**src/design/coinc_cfg_pkg.sv**
```systemverilog
/*
 * coincidence trigger configuration: widths, channel and group indices,
 * selector and prescale codes, and the register image seen by the trigger
 */
package coinc_cfg_pkg;

	localparam int N_HIT      = 8;             // hit channels
	localparam int N_BUSY     = 2;             // tracker busy lines
	localparam int N_GRP      = 5;             // coincidence groups
	localparam int DELAY_W    = 8;             // align delay width
	localparam int ALIGN_W    = 4;             // fine align per channel
	localparam int RING_DEPTH = 2 ** DELAY_W;  // delay ring entries

	// channel order on the hit vectors, msb first
	localparam int CH_ACD_TOP = 7;
	localparam int CH_ACD_SEC = 6;
	localparam int CH_ACD_SID = 5;
	localparam int CH_CSI     = 4;
	localparam int CH_CAL1    = 3;
	localparam int CH_CAL2    = 2;
	localparam int CH_CAL3    = 1;
	localparam int CH_CAL4    = 0;

	// group order on tag and result vectors
	localparam int GRP_MIP1 = 0;
	localparam int GRP_MIP2 = 1;
	localparam int GRP_GM1  = 2;
	localparam int GRP_GM2  = 3;
	localparam int GRP_UBS  = 4;

	typedef logic [1:0] grp_sel_t;
	localparam grp_sel_t SEL_MIP1_TOPCSI = 2'd0;  // top & csi, mip1 only
	localparam grp_sel_t SEL_STD         = 2'd1;  // standard group logic

	typedef logic [2:0] div_code_t;
	// prescale as log2 of the ratio, indexed by div code
	localparam logic [7:0][3:0] MIP_DIV_LOG2 = {4'd9, 4'd8, 4'd7, 4'd6, 4'd5, 4'd2, 4'd1, 4'd0};
	localparam logic [7:0][3:0] UBS_DIV_LOG2 = {4'd11, 4'd10, 4'd9, 4'd8, 4'd7, 4'd6, 4'd5, 4'd0};

	typedef struct packed {
		logic [N_HIT-1:0]              hit_ab_sel;   // 0 = copy a
		logic [N_HIT-1:0]              hit_mask;     // 1 = channel off
		logic [N_BUSY-1:0]             busy_ab_sel;
		logic [N_BUSY-1:0]             busy_mask;
		logic [DELAY_W-1:0]            acd_csi_diff; // acd lead over csi, in clocks
		logic [N_HIT-1:0][ALIGN_W-1:0] align;        // per channel trim
		logic [DELAY_W-1:0]            seed_win;     // seed window length
		grp_sel_t [N_GRP-1:0]          grp_sel;
		logic [N_GRP-1:0]              grp_oe;       // groups allowed to trigger
		div_code_t                     mip1_div;
		div_code_t                     mip2_div;
		div_code_t                     ubs_div;
		logic                          burst_en;     // ignore tracker busy
	} coinc_cfg_t;

endpackage
```
**src/design/coinc_event_pkg.sv**
```systemverilog
/*
 * coincidence trigger event types: hit and busy vectors, per channel
 * delay requests, the window verdict and the group counters
 */
package coinc_event_pkg;

	localparam int CNT_W = 16;  // group event counter width

	typedef logic [coinc_cfg_pkg::N_HIT-1:0]  hit_vec_t;   // one bit per channel
	typedef logic [coinc_cfg_pkg::N_BUSY-1:0] busy_vec_t;
	typedef logic [coinc_cfg_pkg::N_GRP-1:0]  grp_vec_t;   // one bit per group

	// synchronized hit plus the delay it needs before the window
	typedef struct packed {
		logic                              hit;
		logic [coinc_cfg_pkg::DELAY_W-1:0] delay;  // 1..255 clocks
	} align_req_t;

	// single cycle result of one seed window, no ready side
	typedef struct packed {
		logic     valid;
		grp_vec_t result;
	} verdict_t;

	typedef struct packed {
		logic [CNT_W-1:0] mip1;
		logic [CNT_W-1:0] mip2;
		logic [CNT_W-1:0] gm1;
		logic [CNT_W-1:0] gm2;
		logic [CNT_W-1:0] ubs;
	} trg_counts_t;

endpackage

```
**src/design/coincidence_window.sv**
```systemverilog
/*
 * seed window: the first aligned hit opens a window, every channel
 * firing inside it is latched and the five coincidence groups are judged
 */
`timescale 1ns/1ps

module coincidence_window (
	input  logic                      clk_in,
	input  logic                      rst_in,
	input  coinc_event_pkg::hit_vec_t aligned,
	input  coinc_cfg_pkg::coinc_cfg_t cfg,
	output coinc_event_pkg::verdict_t verdict,
	output logic                      logic_match
);
	import coinc_cfg_pkg::*;
	import coinc_event_pkg::*;

	typedef enum logic [1:0] {
		IDLE,   // armed, waiting for a first hit
		SEED,   // window open, latching hits
		EVAL,   // seed complete, groups judged this cycle
		DRAIN   // wait for every line to drop
	} state_t;

	state_t             state;
	logic [DELAY_W-1:0] win_cnt;  // clocks of the window done after S
	hit_vec_t           seed;     // hits seen inside the window
	grp_vec_t           grp_next, grp_q;
	logic               valid_q;

	// seed bits by detector, sid takes part in no group
	logic top, sec, csi, cal1, cal2, cal3, cal4;

	always_ff @(posedge clk_in) begin
		if (rst_in) begin
			state   <= IDLE;
			win_cnt <= '0;
			seed    <= '0;
			valid_q <= 1'b0;
		end else begin
			valid_q <= 1'b0;
			case (state)
				IDLE: begin
					seed    <= aligned;  // zero while nothing fires
					win_cnt <= DELAY_W'(1);
					if (|aligned)  // cycle S
						state <= (cfg.seed_win == '0) ? EVAL : SEED;
				end
				SEED: begin
					seed <= seed | aligned;
					if (win_cnt == cfg.seed_win)  // last cycle S + seed_win
						state <= EVAL;
					else
						win_cnt <= win_cnt + DELAY_W'(1);
				end
				EVAL: begin
					valid_q <= 1'b1;  // grp_q takes the final seed on this edge
					state   <= DRAIN;
				end
				DRAIN: begin
					// seed held so logic_match stays up until re-arm
					if (aligned == '0)
						state <= IDLE;
				end
				default: state <= IDLE;
			endcase
		end
	end

	assign top  = seed[CH_ACD_TOP];
	assign sec  = seed[CH_ACD_SEC];
	assign csi  = seed[CH_CSI];
	assign cal1 = seed[CH_CAL1];
	assign cal2 = seed[CH_CAL2];
	assign cal3 = seed[CH_CAL3];
	assign cal4 = seed[CH_CAL4];

	// group logic, unsupported selector codes give no result
	always_comb begin
		grp_next = '0;
		case (cfg.grp_sel[GRP_MIP1])
			SEL_MIP1_TOPCSI: grp_next[GRP_MIP1] = top & csi;  // timing check mode
			SEL_STD:         grp_next[GRP_MIP1] = top & sec & csi & (cal2 | cal4);
			default:         grp_next[GRP_MIP1] = 1'b0;
		endcase
		if (cfg.grp_sel[GRP_MIP2] == SEL_STD)
			grp_next[GRP_MIP2] = cal2 & cal4;
		if (cfg.grp_sel[GRP_GM1] == SEL_STD)
			grp_next[GRP_GM1] = ~top & ~sec & csi & (cal1 | cal3);  // neutral, full veto
		if (cfg.grp_sel[GRP_GM2] == SEL_STD)
			grp_next[GRP_GM2] = (~top | ~sec) & csi & (cal1 | cal3);  // one acd may leak
		if (cfg.grp_sel[GRP_UBS] == SEL_STD)
			grp_next[GRP_UBS] = cal1 | cal3;  // unbiased, cal only
	end

	always_ff @(posedge clk_in) begin
		if (rst_in)
			grp_q <= '0;
		else
			grp_q <= grp_next;  // follows the seed every cycle
	end

	assign verdict     = '{valid: valid_q, result: grp_q};
	assign logic_match = |(grp_q & cfg.grp_oe);  // debug view, no T0 timing

	// one verdict per window, the sequencer counts each valid cycle
	a_verdict_single: assert property (@(posedge clk_in) disable iff (rst_in)
		verdict.valid |=> !verdict.valid)
		else $error("verdict valid held for two cycles");

endmodule

```
**config.mk**
```make
export PLATFORM = sky130hd
export DESIGN_NAME = coincidence_window
export DESIGN_NICKNAME = d
export VERILOG_FILES = /design/src/design/coinc_cfg_pkg.sv /design/src/design/coinc_event_pkg.sv /design/src/design/coincidence_window.sv
export SDC_FILE = /design/constraint.sdc
export NUM_CORES = 1
export LEC_CHECK = 0
export ABC_AREA = 1
export BUFFER_PORTS_ARGS = -buffer_cell sky130_fd_sc_hd__buf_2
export CAP_MARGIN = 20
export CELL_PAD_IN_SITES_DETAIL_PLACEMENT = 1
export CELL_PAD_IN_SITES_GLOBAL_PLACEMENT = 2
export CORE_MARGIN = 4
export CORE_UTILIZATION = 18
export DETAILED_ROUTE_END_ITERATION = 16
export PLACE_DENSITY_LB_ADDON = 0.3
export SLEW_MARGIN = 10
export SYNTH_ARGS = -nofsm -noshare
export SYNTH_HDL_FRONTEND = slang
export SYNTH_SLANG_ARGS = --single-unit
```
**constraint.sdc**
```tcl
create_clock -name clk_in -period 1.7 [get_ports clk_in]
set_clock_uncertainty 0.15 [all_clocks]
set_input_delay 0.34 -clock clk_in [delete_from_list [all_inputs] [get_ports clk_in]]
set_output_delay 0.34 -clock clk_in [all_outputs]
set_load 0.02 [all_outputs]
```
==> results of run 1 <==
-- critical path: stages, from the launching register on --
cell,delay (ns)
dfxtp_1,0.31
nand2_1,0.06
nand2_1,0.06
a221oi_2,0.16
nand2_1,0.08
buf_4,0.16
-- kinds of logic after synthesis --
group,synth area share
and+or+nand+nor,0.340
buffers and inverters,0.109
AOI/OAI and AO/OA,0.128
DFF,0.349
adders and majority gates,0.0474
xor gates and xnor gates,0.0266
-- metal layers --
layer	global-route usage	up-vias	part of all wire
li1	-	709	-
met1	0.110	601	0.47
met2	0.164	17	0.49
met3	0.00805	5	0.027
met4	0.0361	0	0.018
met5	0	-	0
-- flip-flops by register name, indices dropped and copies added, names as in the netlist --
name / cells
grp_q: 5
seed: 7
state: 2
valid_q: 1
win_cnt: 8
-- what timing repair did --
action / in CTS / in global routing
resized for setup: 2 / 9
pin swaps: 0 / 1
endpoints found under the setup margin: 3 / 6
-- cell type report --
| type | instances | area, um2 |
|---|---|---|
| Clock buffer | 3 | 41.3 |
| Clock inverter | 1 | 5.00 |
| Fill cell | 875 | 5210 |
| Inverter | 34 | 128 |
| Multi-Input combinational cell | 130 | 731 |
| Sequential cell | 23 | 468 |
| Tap cell | 96 | 120 |
| Timing Repair Buffer | 45 | 243 |
-- final timing paths --
kind / start / endpoint / cells after the start
setup / recovery: grp_q[1] / logic_match / 5
hold / removal: cfg[22] / grp_q[3] / 2
hold reg to reg: seed[6] / grp_q[2] / 1
setup reg to reg: state[0] / state[0] / 8
-- power groups by stage --
stage / clock [mW] / combinational (mW) / sequential [mW]
floorplan: 0 / 0.614 / 0.735
global placement: 0 / 0.909 / 0.750
detailed placement: 0 / 0.918 / 0.753
CTS: 0.376 / 0.939 / 0.740
global route: 0.401 / 1.06 / 0.767
finish: 0.356 / 0.923 / 0.747
-- metrics by stage --
stage               cell area, um2  cells  power (mW)
global route                  1740    332        2.23
detailed placement            1660    328        1.67
CTS                           1710    332        2.05
global placement              1660    328        1.66
floorplan                     1320    190        1.35
finish                        1740    332        2.03
-- placed cells by master (no fill, tap or decap), drive strengths merged --
cell type / synthesis / layout
nand2: 48 / 48
buf: 2 / 45
inv: 33 / 33
dfxtp: 23 / 23
nor2: 21 / 21
nand3: 15 / 15
a21oi: 10 / 10
o21ai: 6 / 6
ha: 5 / 5
o32ai: 4 / 4
xnor2: 3 / 3
nand3b: 3 / 3
nor4: 3 / 3
clkbuf: 1 / 3
nand4: 2 / 2
o31ai: 2 / 2
nor3: 2 / 2
clkinv: 1 / 2
a221oi: 1 / 1
o22ai: 1 / 1
and3: 1 / 1
o21a: 1 / 1
a2111oi: 1 / 1
xor2: 1 / 1
==> impl_metrics.csv, run 1 <==
group,metric,value,unit
synth,syn-num-nets,298,
synth,synth-seq-cells,23,
timing,setup_tns,0,ns
clock_network,cts_hold_buf,0,
synth,syn-cell-area,0.00132,mm2
synth,syn_avg_cell_area,6.94,um2
die,die-area,0.00876,mm2
cells_and_area,areaGrowthSynthToFinish,31.6,%
flow_run,drv_cap,0,
pwr,p_leak,0.801,nW
status,status,"finished, final reports clean",
place,numPortBuffers,39,
pwr,ir_worst_vdd,0.000307,V
route,drc_errors,0,
global_routing,grt_pass1_wl,6400,um
die,start_util,0.190,
pwr,combPwrFrac,0.456,
synth,yosys.area.top_type,"dfxtp_1",
setup_path,cp-start-kind,"register",
global_routing,track_usage,0.0909,
synth,netlist.area_leader.share,0.349,
timing,post-route-period-util,0.935,
timing,maxSlewHeadroom,0.761,
timing,period_minus_slack,1.59,ns
cells_and_area,diodes,0,
clock_network,clockRootBuffer,"clkbuf_8",
timing,final-setup-viol-count,0,
setup_path,rrSetupSlack,0.16,ns
pwr,p_sw_frac,0.420,
timing,maxSlewViolCount,0,
synth,synth.area.top_cells,"dfxtp_1 35%, nand2_1 13%, inv_1 8.0%",
place,gp_congestion,0.681,
clock_network,numCtsBuffers,3,
timing,clock.fmax,629,MHz
timing,fin_hold_ws,0.0693,ns
timing,tightest_slew,0.349,ns
die,fp-row-count,30,
die,pin_count,110,
die,core_area,0.00694,mm2
die,fp.dieW,93.6,um
global_routing,overflow,0,
timing,fin_ws,0.110,ns
synth,synthTopCellsByCount,"45 x nand2_1, 28 x inv_1, 23 x dfxtp_1, 20 x nor2_1, 13 x nand3_1",
cells_and_area,nNetsFinal,345,
synth,ys_seq_area_frac,0.349,
synth,synthDistinctLibCells,34,
min_path,hp-class,"in2reg",
clock_network,insertion_delay,0.27,ns
route,wl_per_cell,11.5,um
global_routing,grt_pass1_vias,1420,
setup_path,cp_max_fo,2,
pwr,pwr-share-clk,0.176,
route,firstDrtPassIters,4,
pwr,intPower,1.18,mW
setup_path,crit_arrival,1.10,ns
route,routed_wirelength,3820,um
cells_and_area,final_util,0.250,
global_routing,grt_antenna_before_repair,0,
clock_network,clk_pin_slew,0.09,ns
die,fp.dieH,93.6,um
synth,synth_edf_count,0,
clock_network,tritoncts,"built",
synth,synth_warnings,0,
global_routing,grt_max_degree,14,
setup_path,cp.required,1.21,ns
timing,finalHoldViolCount,0,
setup_path,cp-end-kind,"output pin",
route,vias_per_cell,4.01,
synth,synthCells,190,
clock_network,cts.htree.levels,1,
synth,yosysMostFrequentCell,"nand2_1",
place,pre_cts_ws,-0.00751,ns
clock_network,post_cts_buffers,0,
setup_path,path_class,"reg2out",
clock_network,cts_buffer_depth,2,
synth,async_flop_share,0,
pwr,seqPwrFrac,0.369,
place,dp_hpwl,3170,um
route,drt_iter0_drc,32,
route,vias,1332,
synth,synthFlopType,"dfxtp_1",
cells_and_area,drive_gt1_frac,0.301,
pwr,p_sw,0.850,mW
route,ant_nets,0,
pwr,power_density,1170,mW/mm2
clock_network,cts.sinks,23,
(Power assumes the default switching activity.)
==> run 2, diff against run 1 <==
- MAX_ROUTING_LAYER: unset -> met4
==> run 2 against run 1 <==
Compared with the run above:
- critical endpoint unchanged
- worst setup slack barely moved
- non-clock buffer count stayed put
- clock power hardly changed
- fmax is essentially flat
- sequential cell count unchanged
- critical path type unchanged
- worst hold slack about the same
- combinational power about the same
==> impl_metrics.csv, run 2 (synthesized netlist as in run 1, its figures left out) <==
group,metric,value,unit
pwr,p_total,2.03,mW
cells_and_area,largest_register_ffs,8,
route,ant_nets,0,
route,firstDrtPassIters,4,
timing,maxSlewViolCount,0,
setup_path,r2r_start,"state[0]",
timing,setup_tns,0,ns
route,drt_iter0_drc,32,
cells_and_area,areaGrowthSynthToFinish,31.6,%
place,dp_hpwl,3170,um
die,die-area,0.00876,mm2
min_path,hp-class,"in2reg",
cells_and_area,mostFrequentLayoutCells,"45 x nand2_1, 38 x buf_2, 27 x inv_1",
timing,fin_ws,0.110,ns
cells_and_area,top_register,"win_cnt",
timing,clock.fmax,629,MHz
clock_network,cts_hold_buf,0,
place,numPortBuffers,39,
pwr,ir_worst_vdd,0.000307,V
route,drc_errors,0,
global_routing,grt_pass1_vias,1420,
clock_network,cts.sinks,23,
timing,maxSlewHeadroom,0.761,
die,fp-row-count,30,
flow_run,drv_cap,0,
setup_path,rr_worst_depth,8,
global_routing,grt_antenna_before_repair,0,
timing,tightest_slew,0.349,ns
min_path,min_path_cells,2,
die,pin_count,110,
clock_network,insertion_delay,0.27,ns
pwr,power_density,1170,mW/mm2
die,fp.dieW,93.6,um
setup_path,cp-end-kind,"output pin",
status,status,"finished, final reports clean",
global_routing,overflow,0,
setup_path,path_class,"reg2out",
global_routing,grt_max_degree,14,
timing,post-route-period-util,0.935,
die,fp.dieH,93.6,um
global_routing,grt_pass1_wl,6400,um
timing,final-setup-viol-count,0,
clock_network,tritoncts,"built",
die,core_area,0.00694,mm2
place,gp_congestion,0.688,
clock_network,cts_buffer_depth,2,
setup_path,worst_r2r_endpoint,"state[0]",
setup_path,cp.required,1.21,ns
pwr,p_leak,0.801,nW
cells_and_area,final_common_cell,"nand2_1",
setup_path,crit_arrival,1.10,ns
cells_and_area,diodes,0,
setup_path,rrSetupSlack,0.16,ns
route,vias,1333,
timing,fin_hold_ws,0.0691,ns
setup_path,cp-start-kind,"register",
min_path,hold_end,"grp_q[3]",
min_path,min_from,"cfg[22]",
global_routing,track_usage,0.0933,
route,routed_wirelength,3820,um
clock_network,cts.htree.levels,1,
setup_path,cp_max_fo,2,
clock_network,clockRootBuffer,"clkbuf_8",
cells_and_area,reg_top3,"win_cnt x8, seed x7, grp_q x5",
route,wl_per_cell,11.5,um
cells_and_area,nNetsFinal,345,
place,pre_cts_ws,-0.00751,ns
timing,finalHoldViolCount,0,
clock_network,clk_pin_slew,0.09,ns
clock_network,numCtsBuffers,3,
cells_and_area,drive_gt1_frac,0.301,
die,start_util,0.190,
route,vias_per_cell,4.02,
cells_and_area,final_util,0.250,
timing,period_minus_slack,1.59,ns
[run 2: final cells by class]
cell class / instances / area [um2]
Multi-Input combinational cell: 130 / 731
Tap cell: 96 / 120
Inverter: 34 / 128
Clock buffer: 3 / 41.3
Clock inverter: 1 / 5.00
Sequential cell: 23 / 468
Timing Repair Buffer: 45 / 243
Fill cell: 875 / 5210
[run 2: layer usage]
layer	routed length (um)	up-vias	track usage
li1	-	709	-
met1	1780	601	0.110
met2	1860	17	0.164
met3	106	6	0.00805
met4	68	0	0.0361
met5	0	-	-
[run 2: critical path, stage by stage (launching register included)]
cell	delay (ns)
dfxtp_1	0.31
nand2_1	0.06
nand2_1	0.06
a221oi_2	0.16
nand2_1	0.08
buf_4	0.16
[run 2: how the worst max path moves through the flow]
stage / endpoint / startpoint / cells past startpoint
final: logic_match / grp_q[1] / 5
after global routing: logic_match / grp_q[1] / 5
after CTS: win_cnt[7] / state[1] / 7
after detailed placement: seed[1] / state[0] / 7
after global placement: win_cnt[7] / cfg[25] / 9
after floorplan: seed[0] / state[1] / 5
[run 2: what timing repair did]
action | 4_1_cts | 5_1_grt
buffers inserted | 0 | 0
gates cloned | 0 | 0
pin swaps | 0 | 1
endpoints found under the setup margin | 3 | 6
resized for setup | 2 | 9
[run 2: where the power goes]
group / leakage (nW) / switching, mW / internal [mW] / total, mW
Clock: 0.0255 / 0.192 / 0.164 / 0.356
Combinational: 0.586 / 0.571 / 0.352 / 0.923
Sequential: 0.189 / 0.0872 / 0.660 / 0.747
[run 2: metrics by stage]
step	cell area, um2	cells
after floorplan	1320	190
after global placement	1660	328
after detailed placement	1660	328
after CTS	1710	332
after global routing	1740	332
final	1740	332
==> run 3, diff against run 2 <==
- CORE_UTILIZATION: 18 -> 19
- clock period: 1.7 -> 1.9 ns (I/O delays scaled with it)
==> run 3 against run 2 <==
Compared with the run above:
- count of clock-buffer cells in the layout unchanged
- total power decreased by 14%
- worst setup slack improved by 0.13 ns
- combinational power down 15%
- global-route usage shrank 0.15 points
- critical endpoint unchanged
- final cell count down 5.4%
- highest routed layer unchanged
- utilization decreased by 0.21 points
- sequential share of layout area increased by 0.54 points
- via count down 0.98%
- worst hold slack gained 0.045 ns
- critical path depth unchanged
- die area down 4.8%
==> impl_metrics.csv, run 3 (synthesized netlist as in run 1, its figures left out) <==
group,metric,value,unit
status,status,"finished, final reports clean",
global_routing,grt_antenna_before_repair,0,
timing,post-route-period-util,0.872,
route,ant_nets,0,
cells_and_area,multi_input_area,714,um2
die,fp.dieH,91.3,um
flow_run,drv_cap,0,
timing,finalHoldViolCount,0,
global_routing,grt_pass1_vias,1357,
cells_and_area,fillers,878,
timing,maxSlewViolCount,0,
global_routing,overflow,0,
route,wl_per_cell,11.6,um
timing,maxSlewHeadroom,0.782,
pwr,ir_worst_vdd,0.000371,V
cells_and_area,areaGrowthSynthToFinish,26.9,%
setup_path,path_class,"reg2out",
route,vias,1320,
clock_network,cts_buffer_depth,2,
cells_and_area,largest_register_ffs,8,
route,vias_per_cell,4.20,
timing,clock.fmax,603,MHz
cells_and_area,design_area,0.00167,mm2
place,gp_congestion,0.728,
place,pre_cts_ws,0.192,ns
timing,setup_tns,0,ns
die,die-area,0.00834,mm2
cells_and_area,mostFrequentLayoutCells,"45 x nand2_1, 39 x buf_2, 28 x inv_1",
die,core_area,0.00676,mm2
clock_network,post_cts_buffers,0,
clock_network,clk_pin_slew,0.08,ns
timing,period_minus_slack,1.66,ns
clock_network,cts.htree.levels,1,
timing,rsz0062_at_grt,"no",
cells_and_area,final_common_cell,"nand2_1",
die,fp-row-count,30,
clock_network,cts_hold_buf,0,
global_routing,track_usage,0.0918,
cells_and_area,nNetsFinal,343,
setup_path,cp-start-kind,"register",
route,drt_iter0_drc,28,
cells_and_area,diodes,0,
min_path,hp-class,"in2reg",
timing,fin_ws,0.242,ns
timing,tightest_slew,0.319,ns
clock_network,numCtsBuffers,3,
setup_path,cp_max_fo,2,
global_routing,grt_pass1_wl,6180,um
pwr,p_leak,0.789,nW
route,firstDrtPassIters,4,
global_routing,grt_max_degree,14,
place,dp_hpwl,3130,um
route,drc_errors,0,
cells_and_area,reg_top3,"win_cnt x8, seed x7, grp_q x5",
cells_and_area,drive_gt1_frac,0.261,
cells_and_area,register_area,460,um2
setup_path,cp-end-kind,"output pin",
pwr,power_density,1050,mW/mm2
setup_path,cp.required,1.37,ns
die,start_util,0.195,
cells_and_area,top_register,"win_cnt",
timing,final-setup-viol-count,0,
place,placedInstanceArea,0.00163,mm2
clock_network,cts.sinks,23,
setup_path,crit_arrival,1.13,ns
route,routed_wirelength,3650,um
clock_network,clockRootBuffer,"clkbuf_8",
clock_network,cts_repair_resize_count,0,
die,pin_count,110,
die,fp.dieW,91.3,um
clock_network,insertion_delay,0.26,ns
cells_and_area,final_util,0.248,
clock_network,tritoncts,"built",
place,numPortBuffers,39,
## run 3: cell types whose count changed in the layout (fill, tap and decap cells not counted), sizes merged
cell  change
buf       -2
## run 3: final timing paths
path / endpoint / from / cells after the start / slack (ns)
worst min-delay path: grp_q[3] / cfg[22] / 2 / 0.11
worst max register to register: win_cnt[7] / state[0] / 8 / 0.27
worst max-delay path: logic_match / grp_q[1] / 5 / 0.24
worst min register to register: grp_q[2] / seed[6] / 1 / 0.32
## run 3: layout make-up
class	instances	area share
Inverter	34	0.0762
Clock inverter	1	0.00299
Timing Repair Buffer	43	0.135
Clock buffer	3	0.0247
Multi-Input combinational cell	130	0.427
Tap cell	80	0.0598
Sequential cell	23	0.275
## run 3: report_power, final
part,switching (mW),total [mW],internal (mW)
combinational,0.486,0.784,0.299
clock,0.161,0.307,0.146
sequential,0.0777,0.660,0.582
total,0.724,1.75,1.03
## run 3: metrics by stage
stage	hold WS [ns]	total power [mW]	cells
2_1_floorplan	0.270	1.21	190
3_3_place_gp	0.295	1.48	310
4_1_cts	0.0999	1.80	314
6_report	0.114	1.75	314
3_5_place_dp	0.307	1.48	310
5_1_grt	0.115	1.93	314
## run 3: layer usage
layer | share of wire | track usage | vias up
li1 | - | - | 699
met1 | 0.47 | 0.112 | 608
met2 | 0.50 | 0.158 | 11
met3 | 0.018 | 0.0141 | 2
met4 | 0.0085 | 0.0226 | 0
met5 | 0 | - | -
## run 3: worst max-delay path, cell delays in order (launching register included)
cell and delay [ns]:
dfxtp_1 0.32, nand2_1 0.06, nand2_1 0.05, a221oi_1 0.20, nand2_1 0.07, buf_2 0.16
